## src/spi_bridge_consts.svh

```systemverilog
`ifndef SPI_BRIDGE_CONSTS_SVH
`define SPI_BRIDGE_CONSTS_SVH

// word store geometry
`define STORE_WORDS 256
`define STORE_AW    $clog2(`STORE_WORDS)   // word index width, indices wrap at STORE_WORDS

// store response delay, clk cycles from a seen request to mem_ack
`define STORE_WAIT  3

// top address byte
`define REGION_MEM  8'h00   // word memory
`define REGION_CTRL 8'hFF   // 4-byte control register

// first byte of every SPI transaction
`define CMD_WRITE   8'h00
`define CMD_READ    8'h01

`endif

```

## src/spi_bridge_pkg.sv

```systemverilog
`default_nettype none

package spi_bridge_pkg;

  // 32-bit SPI byte address, sent MSB first after the command byte
  // same word seen two ways, depending on the region byte
  typedef union packed {
    // memory region: byte address split into word index and half select
    struct packed {
      logic [7:0]  region;
      logic [22:0] word_idx;
      logic        byte_sel;    // 0 = high half, 1 = low half
    } mem;
    // control region: only the low two bits pick a register byte
    struct packed {
      logic [7:0]  region;
      logic [21:0] unused;
      logic [1:0]  reg_idx;     // 0 = least significant byte
    } ctrl;
  } spi_addr_t;

endpackage

`default_nettype wire

```

## src/spi_rw_slave.sv

```systemverilog
`default_nettype none
`include "spi_bridge_consts.svh"

module spi_rw_slave
(
  input  wire                       clk,
  input  wire                       rst,
  input  wire                       csn,
  input  wire                       sclk,
  input  wire                       mosi,
  input  wire  [7:0]                rdata,
  output logic                      miso,
  output logic                      rd,
  output logic                      wr,
  output spi_bridge_pkg::spi_addr_t addr,
  output logic [7:0]                wdata
);

  localparam logic [1:0] PH_CMD  = 2'd0;
  localparam logic [1:0] PH_ADDR = 2'd1;
  localparam logic [1:0] PH_DATA = 2'd2;

  logic [1:0]  sclk_sync;
  logic [1:0]  csn_sync;
  logic [1:0]  mosi_sync;
  logic        sclk_prev;
  logic        sclk_rise;
  logic        sclk_fall;
  logic        active;
  logic        byte_done;
  logic [7:0]  byte_in;

  logic [1:0]  phase;
  logic [2:0]  bit_cnt;
  logic [1:0]  addr_cnt;
  logic        is_read;
  logic        is_write;
  logic        used;        // a strobe already went out for addr_q
  logic [6:0]  shift_in;
  logic [7:0]  shift_out;
  logic [31:0] addr_q;

  // sclk is an ordinary pin, sampled in the clk domain
  always_ff @(posedge clk)
  begin
    if (rst)
    begin
      sclk_sync <= 2'b00;
      csn_sync  <= 2'b11;   // idle = deselected
      mosi_sync <= 2'b00;
      sclk_prev <= 1'b0;
    end
    else
    begin
      sclk_sync <= {sclk_sync[0], sclk};
      csn_sync  <= {csn_sync[0], csn};
      mosi_sync <= {mosi_sync[0], mosi};
      sclk_prev <= sclk_sync[1];
    end
  end

  assign sclk_rise = sclk_sync[1] & ~sclk_prev;
  assign sclk_fall = ~sclk_sync[1] & sclk_prev;
  assign active    = ~csn_sync[1];
  assign byte_in   = {shift_in, mosi_sync[1]};   // byte incl. the bit sampled now
  assign byte_done = active & sclk_rise & (bit_cnt == 3'd7);
  assign addr      = addr_q;

  always_ff @(posedge clk)
  begin
    if (rst)
    begin
      phase     <= PH_CMD;
      bit_cnt   <= 3'd0;
      addr_cnt  <= 2'd0;
      is_read   <= 1'b0;
      is_write  <= 1'b0;
      used      <= 1'b0;
      rd        <= 1'b0;
      wr        <= 1'b0;
      shift_out <= 8'h00;
      miso      <= 1'b0;
      addr_q    <= 32'd0;
    end
    else
    begin
      rd <= 1'b0;
      wr <= 1'b0;
      if (!active)
      begin
        // csn high aborts, next byte is a command again
        phase     <= PH_CMD;
        bit_cnt   <= 3'd0;
        addr_cnt  <= 2'd0;
        used      <= 1'b0;
        shift_out <= 8'h00;
        miso      <= 1'b0;
      end
      else
      begin
        if (sclk_rise)
          bit_cnt <= bit_cnt + 3'd1;
        if (byte_done)
        begin
          shift_out <= 8'h00;
          case (phase)
            PH_CMD:
            begin
              is_read  <= (byte_in == `CMD_READ);
              is_write <= (byte_in == `CMD_WRITE);
              phase    <= PH_ADDR;
            end
            PH_ADDR:
            begin
              addr_q   <= {addr_q[23:0], byte_in};
              addr_cnt <= addr_cnt + 2'd1;
              if (addr_cnt == 2'd3)
              begin
                phase <= PH_DATA;
                if (is_read)
                begin
                  rd   <= 1'b1;   // fetch for the dummy slot
                  used <= 1'b1;
                end
              end
            end
            default:
            begin
              if (used)
                addr_q <= addr_q + 32'd1;
              used <= 1'b1;
              if (is_read)
              begin
                rd        <= 1'b1;
                shift_out <= rdata;   // fetched one slot ago
              end
              else if (is_write)
                wr <= 1'b1;
            end
          endcase
        end
        else if (sclk_fall)
        begin
          miso      <= shift_out[7];   // mode 0, change on falling edge
          shift_out <= {shift_out[6:0], 1'b0};
        end
      end
    end
  end

  always_ff @(posedge clk)
  begin
    if (active && sclk_rise)
      shift_in <= byte_in[6:0];
    if (byte_done && phase == PH_DATA)
      wdata <= byte_in;
  end

  // rd and wr come from different commands
  a_rd_wr_excl: assert property (@(posedge clk) disable iff (rst) !(rd && wr));

endmodule

`default_nettype wire

```

## src/word_packer.sv

```systemverilog
`default_nettype none
`include "spi_bridge_consts.svh"

module word_packer
(
  input  wire                              clk,
  input  wire                              rst,
  input  wire                              rd,
  input  wire                              wr,
  input  wire spi_bridge_pkg::spi_addr_t   addr,
  input  wire  [7:0]                       wdata,
  input  wire                              mem_ack,
  input  wire  [15:0]                      mem_rdata,
  output logic [7:0]                       rdata,
  output logic                             mem_req,
  output logic                             mem_we,
  output logic [`STORE_AW-1:0]             mem_addr,
  output logic [15:0]                      mem_wdata,
  output logic [31:0]                      ctrl_word
);

  logic [7:0] hold [2];     // byte pair, index = byte select
  logic       rd_sel;       // half to return when the read completes
  logic       is_mem;
  logic       is_ctrl;
  logic       busy;
  logic       want_wr;
  logic       want_rd;
  logic       launch_wr;
  logic       launch_rd;

  assign is_mem  = (addr.mem.region == `REGION_MEM);
  assign is_ctrl = (addr.ctrl.region == `REGION_CTRL);
  assign busy    = mem_req | mem_ack;   // four-phase cycle still open

  // odd byte completes a word
  assign want_wr   = wr & is_mem & addr.mem.byte_sel;
  assign want_rd   = rd & is_mem;
  assign launch_wr = want_wr & ~busy;
  assign launch_rd = want_rd & ~busy;

  assign mem_wdata = {hold[0], hold[1]};   // even byte in the high half

  always_ff @(posedge clk)
  begin
    if (rst)
    begin
      mem_req   <= 1'b0;
      mem_we    <= 1'b0;
      ctrl_word <= 32'd0;
      rdata     <= 8'h00;
    end
    else
    begin
      if (mem_req && mem_ack)
      begin
        mem_req <= 1'b0;
        if (!mem_we)
          rdata <= rd_sel ? mem_rdata[7:0] : mem_rdata[15:8];   // big-endian
      end

      if (wr && is_ctrl)
        ctrl_word[{addr.ctrl.reg_idx, 3'b000} +: 8] <= wdata;

      if (launch_wr)
      begin
        mem_req <= 1'b1;
        mem_we  <= 1'b1;
      end
      else if (launch_rd)
      begin
        mem_req <= 1'b1;
        mem_we  <= 1'b0;
      end

      if (rd && is_ctrl)
        rdata <= ctrl_word[{addr.ctrl.reg_idx, 3'b000} +: 8];
      else if (rd && !is_mem)
        rdata <= 8'h00;   // unmapped
    end
  end

  // payload, only meaningful while mem_req is up
  always_ff @(posedge clk)
  begin
    if (wr && is_mem)
      hold[addr.mem.byte_sel] <= wdata;
    if (launch_wr)
      mem_addr <= addr.mem.word_idx[`STORE_AW-1:0];   // wraps at STORE_WORDS
    else if (launch_rd)
    begin
      mem_addr <= addr.mem.word_idx[`STORE_AW-1:0];
      rd_sel   <= addr.mem.byte_sel;
    end
  end

  // sclk too fast for the store: a byte arrived before the last handshake closed
  a_no_overlap: assert property (@(posedge clk) disable iff (rst)
    (want_wr || want_rd) |-> !busy);

  // request and its payload stay put until acknowledged
  a_req_hold: assert property (@(posedge clk) disable iff (rst)
    (mem_req && !mem_ack) |=> (mem_req && $stable(mem_addr) && $stable(mem_we)
                               && $stable(mem_wdata)));

endmodule

`default_nettype wire

```

## src/word_store.sv

```systemverilog
`default_nettype none
`include "spi_bridge_consts.svh"

module word_store
(
  input  wire                  clk,
  input  wire                  rst,
  input  wire                  mem_req,
  input  wire                  mem_we,
  input  wire  [`STORE_AW-1:0] mem_addr,
  input  wire  [15:0]          mem_wdata,
  output logic                 mem_ack,
  output logic [15:0]          mem_rdata
);

  localparam int CW = $clog2(`STORE_WAIT + 1);

  logic [15:0]   mem [`STORE_WORDS];
  logic          busy;
  logic [CW-1:0] wait_cnt;
  logic          fire;        // access happens on this edge

  assign fire = busy && (wait_cnt == '0);

  always_ff @(posedge clk)
  begin
    if (rst)
    begin
      busy     <= 1'b0;
      wait_cnt <= '0;
      mem_ack  <= 1'b0;
    end
    else
    begin
      if (mem_req && !busy && !mem_ack)
      begin
        busy     <= 1'b1;   // request seen
        wait_cnt <= CW'(`STORE_WAIT - 1);
      end
      else if (fire)
      begin
        busy    <= 1'b0;
        mem_ack <= 1'b1;
      end
      else if (busy)
        wait_cnt <= wait_cnt - 1'b1;
      else if (mem_ack && !mem_req)
        mem_ack <= 1'b0;    // last phase of the handshake
    end
  end

  always_ff @(posedge clk)
  begin
    if (fire)
    begin
      if (mem_we)
        mem[mem_addr] <= mem_wdata;
      else
        mem_rdata <= mem[mem_addr];   // valid together with mem_ack
    end
  end

  // ack only answers a live request
  a_ack_on_req: assert property (@(posedge clk) disable iff (rst)
    $rose(mem_ack) |-> mem_req);

endmodule

`default_nettype wire

```

## src/spi_bridge_top.sv

```systemverilog
`default_nettype none
`include "spi_bridge_consts.svh"

module spi_bridge_top
(
  input  wire         clk,
  input  wire         rst,
  input  wire         csn,
  input  wire         sclk,
  input  wire         mosi,
  output logic        miso,
  output logic [31:0] ctrl_word
);

  import spi_bridge_pkg::*;

  spi_addr_t           addr;
  logic                rd;
  logic                wr;
  logic [7:0]          wdata;
  logic [7:0]          rdata;
  logic                mem_req;
  logic                mem_we;
  logic                mem_ack;
  logic [`STORE_AW-1:0] mem_addr;
  logic [15:0]         mem_wdata;
  logic [15:0]         mem_rdata;

  spi_rw_slave u_slave
  (
    .clk   (clk),
    .rst   (rst),
    .csn   (csn),
    .sclk  (sclk),
    .mosi  (mosi),
    .rdata (rdata),
    .miso  (miso),
    .rd    (rd),
    .wr    (wr),
    .addr  (addr),
    .wdata (wdata)
  );

  word_packer u_packer
  (
    .clk       (clk),
    .rst       (rst),
    .rd        (rd),
    .wr        (wr),
    .addr      (addr),
    .wdata     (wdata),
    .mem_ack   (mem_ack),
    .mem_rdata (mem_rdata),
    .rdata     (rdata),
    .mem_req   (mem_req),
    .mem_we    (mem_we),
    .mem_addr  (mem_addr),
    .mem_wdata (mem_wdata),
    .ctrl_word (ctrl_word)
  );

  // stands in for the SDRAM controller
  word_store u_store
  (
    .clk       (clk),
    .rst       (rst),
    .mem_req   (mem_req),
    .mem_we    (mem_we),
    .mem_addr  (mem_addr),
    .mem_wdata (mem_wdata),
    .mem_ack   (mem_ack),
    .mem_rdata (mem_rdata)
  );

endmodule

`default_nettype wire

```

## config.mk

```make
export PLATFORM = sky130hd
export DESIGN_NAME = spi_bridge_top
export DESIGN_NICKNAME = d
export VERILOG_FILES = /design/src/spi_bridge_pkg.sv /design/src/spi_rw_slave.sv /design/src/word_packer.sv /design/src/word_store.sv /design/src/spi_bridge_top.sv
export VERILOG_INCLUDE_DIRS = /design/src
export SDC_FILE = /design/constraint.sdc
export NUM_CORES = 2
export LEC_CHECK = 0
export BUFFER_PORTS_ARGS = -buffer_cell sky130_fd_sc_hd__buf_2
export CAP_MARGIN = 10
export CORE_MARGIN = 2
export CORE_UTILIZATION = 39
export CTS_BUF_LIST = sky130_fd_sc_hd__clkbuf_16
export DETAILED_ROUTE_END_ITERATION = 6
export MAX_ROUTING_LAYER = met4
export SYNTH_ARGS = -nofsm -noshare
export SYNTH_HDL_FRONTEND = slang
export SYNTH_HIERARCHICAL = 1
export SYNTH_MEMORY_MAX_BITS = 65536
export SYNTH_SLANG_ARGS = --single-unit
```

## constraint.sdc

```tcl
create_clock -name clk -period 5.7 [get_ports clk]
set_clock_uncertainty 0.1 [all_clocks]
set_input_delay 0.285 -clock clk [delete_from_list [all_inputs] [get_ports clk]]
set_output_delay 0.285 -clock clk [all_outputs]
set_load 0.1 [all_outputs]
```

==> flow_metrics.py <==
metrics = {
    "clock_tree": {
        "cts_post_setup_buffers_inserted": 0,
        "max-clock-path-buffers": 4,
        "htree_depth": 5,
        "ctsResizeCount": 0,
        "clock_tree_from_tritoncts": "yes",
        "clk-insertion-delay-late_ns": 0.99,
        "cts_made_buffers": 428,
        "worst_setup_hold_path_clk_slew_ns": 0.06,
        "number_of_sinks_driven_by_the_clock_tree": 4258,
        "cts.root.buffer_cell": "clkbuf_16",
    },
    "drt": {
        "ant_nets": 0,
        "drt-vias-per-instance": 5.88,
        "first_pass_iters": 6,
        "top_signal_layer_used": "met4",
        "detailroute.wirelength.met2_um": 202000,
        "first_iter_violations": 11500,
        "route.met3.wl_um": 39800,
        "routed_wirelength_um": 426000,
        "detail_route.drc_violations": 0,
        "routed_wire_length_per_instance_um": 30.9,
        "dr_total_vias": 81100,
        "routedLengthMet1_um": 172000,
    },
    "global_route": {
        "grt_antenna_before_repair": 20,
        "grt_start_max_net_pins": 208,
        "grt.overflow.total": 0,
        "grt_use_total": 0.204,
        "vias_in_the_first_global_route": 80100,
        "grt_pass1_wl_um": 605000,
    },
    "layout": {
        "fin_util": 0.449,
        "postLayoutCellArea_um2": 186000,
        "syn2layout_area_growth_pct": 14.4,
        "nets": 7962,
        "layout-drive-gt1-share": 0.273,
    },
    "die": {
        "rows": 236,
        "initial_standard_cell_utilization_of_the_core": 0.392,
        "die_h_um": 649,
        "fp.dieW_um": 649,
        "die_area_um2": 421000,
        "core_area_um2": 413000,
        "top_level_ports": 38,
    },
    "place": {
        "gp_congestion": 0.835,
        "buffer_ports.inserted": 37,
        "placement.cell_area_um2": 172000,
        "place.detailed.hpwl_um": 249000,
    },
    "power": {
        "power_frac_comb": 0.001,
        "switchingPower_mw": 11.9,
        "p_leak_nw": 57.2,
        "share_seq_of_total_power": 0.557,
        "power_density_nw_per_um2": 327,
        "power.share.clock": 0.443,
        "power_switching_share": 0.197,
        "cellInternalPower_mw": 48.8,
        "total_power_mw": 60.7,
        "irDropWorstVdd_v": 0.000285,
    },
    "worst_setup_path": {
        "cp_data_arrival_time_ns": 5.52,
        "endpoint_kind": "flip-flop",
        "crit_start": "u_packer/mem_addr[0]",
        "timing.setup.critical_path_class": "flip-flop to flip-flop",
        "crit_fanout": 74,
        "rr_startpoint": "u_packer/mem_addr[0]",
        "setup.worst_path.start_class": "flip-flop",
        "critical_path_required_ns": 6.32,
    },
    "sta": {
        "final-setup-viol-count": 0,
        "hold_slack_ns": 0.316,
        "fin_crit_sh": 0.860,
        "final-hold-violation-count": 0,
        "slew_violations": 0,
        "period_minus_slack_ns": 4.90,
        "tightest_slew_ns": 1.45,
        "slew-limit-headroom": 0.0357,
        "grt_setup_unrepaired": "false",
        "max_freq_mhz": 204,
    },
    "logic_synthesis": {
        "library_cells_used_by_synthesis": 64,
        "postSynth.topFlopCell": "edfxtp_1",
        "netlist_instances": 7425,
        "synth-warning-count": 6,
        "synthTopCellsByArea": "edfxtp_1 (77%), mux4_2 (14%), a22oi_1 (2.4%), dfxtp_1 (1.3%), a21oi_1 (0.99%)",
        "ys_seq_elements": 4258,
        "synth-edff-count": 4152,
        "post-synth-top-area-cell": "edfxtp_1",
        "synth-seq-area-share": 0.782,
        "post_syn_nets": 7440,
        "synthesis.area_um2": 162000,
        "async_reset_ff_frac": 0,
        "synth_area_per_cell_um2": 21.8,
        "yosys.cell_count.top_type": "edfxtp_1",
        "yosysTopAreaCellShare": 0.769,
        "synth.cells.most_frequent": "edfxtp_1 (4,152), mux4_2 (1,031), a22oi_1 (525)",
    },
    "hold_path": {
        "hold_start": "u_slave/csn_sync[0]",
        "hold_path.class": "flip-flop to flip-flop",
    },
    "outcome": {
        "outcome": "complete, no violations",
    },
    "run": {
        "maxCapViolations": 0,
    },
}
-- cell families (layout without fill, tap and decap cells) --
group	Yosys count	in the layout	share of synthesized area
other	0	11	0
buffers and inverters	486	1362	0.0132
AO/OA/AOI/OAI	1001	1001	0.0419
AND/OR/NAND/NOR	619	619	0.0175
multiplexers	1049	1049	0.144
XOR/XNOR	2	2	0.000108
adder cells (fa/ha/maj)	10	10	0.000772
flip-flops	4258	4258	0.782
-- layer usage --
metal,track usage,vias up
met5,-,-
met4,0.0568,0
met3,0.0345,605
met2,0.313,4172
met1,0.283,43600
li1,-,32700
-- state kept, by name, summed over array words and instances (netlist names), 2 cells and up --
register	count
u_slave/shift_in	7
u_packer/mem_addr	8
u_packer/ctrl_word	32
u_store/mem	4096
u_slave/addr	32
u_slave/csn_sync	2
u_slave/phase	2
u_slave/sclk_sync	2
u_packer/rdata	8
u_slave/shift_out	8
u_slave/wdata	8
u_store/mem_rdata	16
u_slave/bit_cnt	3
u_slave/addr_cnt	2
u_slave/mosi_sync	2
u_packer/hold	16
u_store/wait_cnt	2
-- cell type report --
cell class                      instances  area, um2
Antenna cell                           11       27.5
Clock buffer                          431      10800
Clock inverter                        353       2620
Fill cell                           34400     228000
Inverter                               22       82.6
Multi-Input combinational cell       2681      33600
Sequential cell                      4258     127000
Tap cell                             5474       6850
Timing Repair Buffer                  556       4780
-- critical path, cell delays in order, from the launching register on --
cell and delay [ns]:
edfxtp_1 0.61, buf_4 0.41, buf_12 0.47, mux4_2 0.59
a22oi_1 0.36, a21oi_1 0.31, o41ai_2 1.20, buf_4 0.30
nand4_1 0.08
-- repair_timing --
item,in CTS,in global routing
hold buffers,9,0
hold endpoints to repair,34,0
endpoints found under the setup margin,0,0
-- per-stage QoR --
step / std cells / worst slack (ns) / setup TNS (ns)
after global routing: 13800 / 0.640 / 0
after global placement: 13000 / -0.243 / -0.480
after floorplan: 7425 / 1.55 / 0
after CTS: 13800 / 0.779 / 0
final: 13800 / 0.800 / 0
after detailed placement: 13000 / 0.839 / 0
-- placed cells by master, fill, tap and decap left out, types with 9 or more instances in the layout --
cell and instances:
inv_1 100, and3_1 9, clkinv_2 88, o41ai_1 31
inv_6 11, nand2_2 14, a211oi_1 13, nand3_1 43
diode_2 11, nor2b_1 9, dlygate4sd3_1 9, nand2_1 116
mux4_2 1031, a31oi_1 16, a21oi_1 321, a22oi_1 525
clkinv_1 116, o41ai_2 34, dfxtp_1 106, edfxtp_1 4152
o21ai_0 20, nand4_1 54, buf_4 448, mux2i_1 15
clkbuf_16 431, clkinvlp_4 12, nor3_1 14, buf_12 50
bufinv_16 27, buf_2 39, ha_1 10, nor2_1 286
-- power by group through the flow --
stage,Sequential (mW),Combinational (mW),Clock (mW)
floorplan,34.5,0.0300,0
global placement,34.5,0.0360,0
detailed placement,34.5,0.0376,0
CTS,33.8,0.0426,27.3
global route,33.8,0.0457,28.5
finish,33.8,0.0428,26.9
-- final timing paths --
check	endpoint	slack, ns	cells past startpoint
setup / recovery	u_store/mem_rdata[13]	0.80	8
hold / removal	u_slave/csn_sync[1]	0.32	1
setup reg to reg	u_store/mem_rdata[13]	0.80	8
hold reg to reg	u_slave/csn_sync[1]	0.32	1
Power figures use the tool's default switching activity.
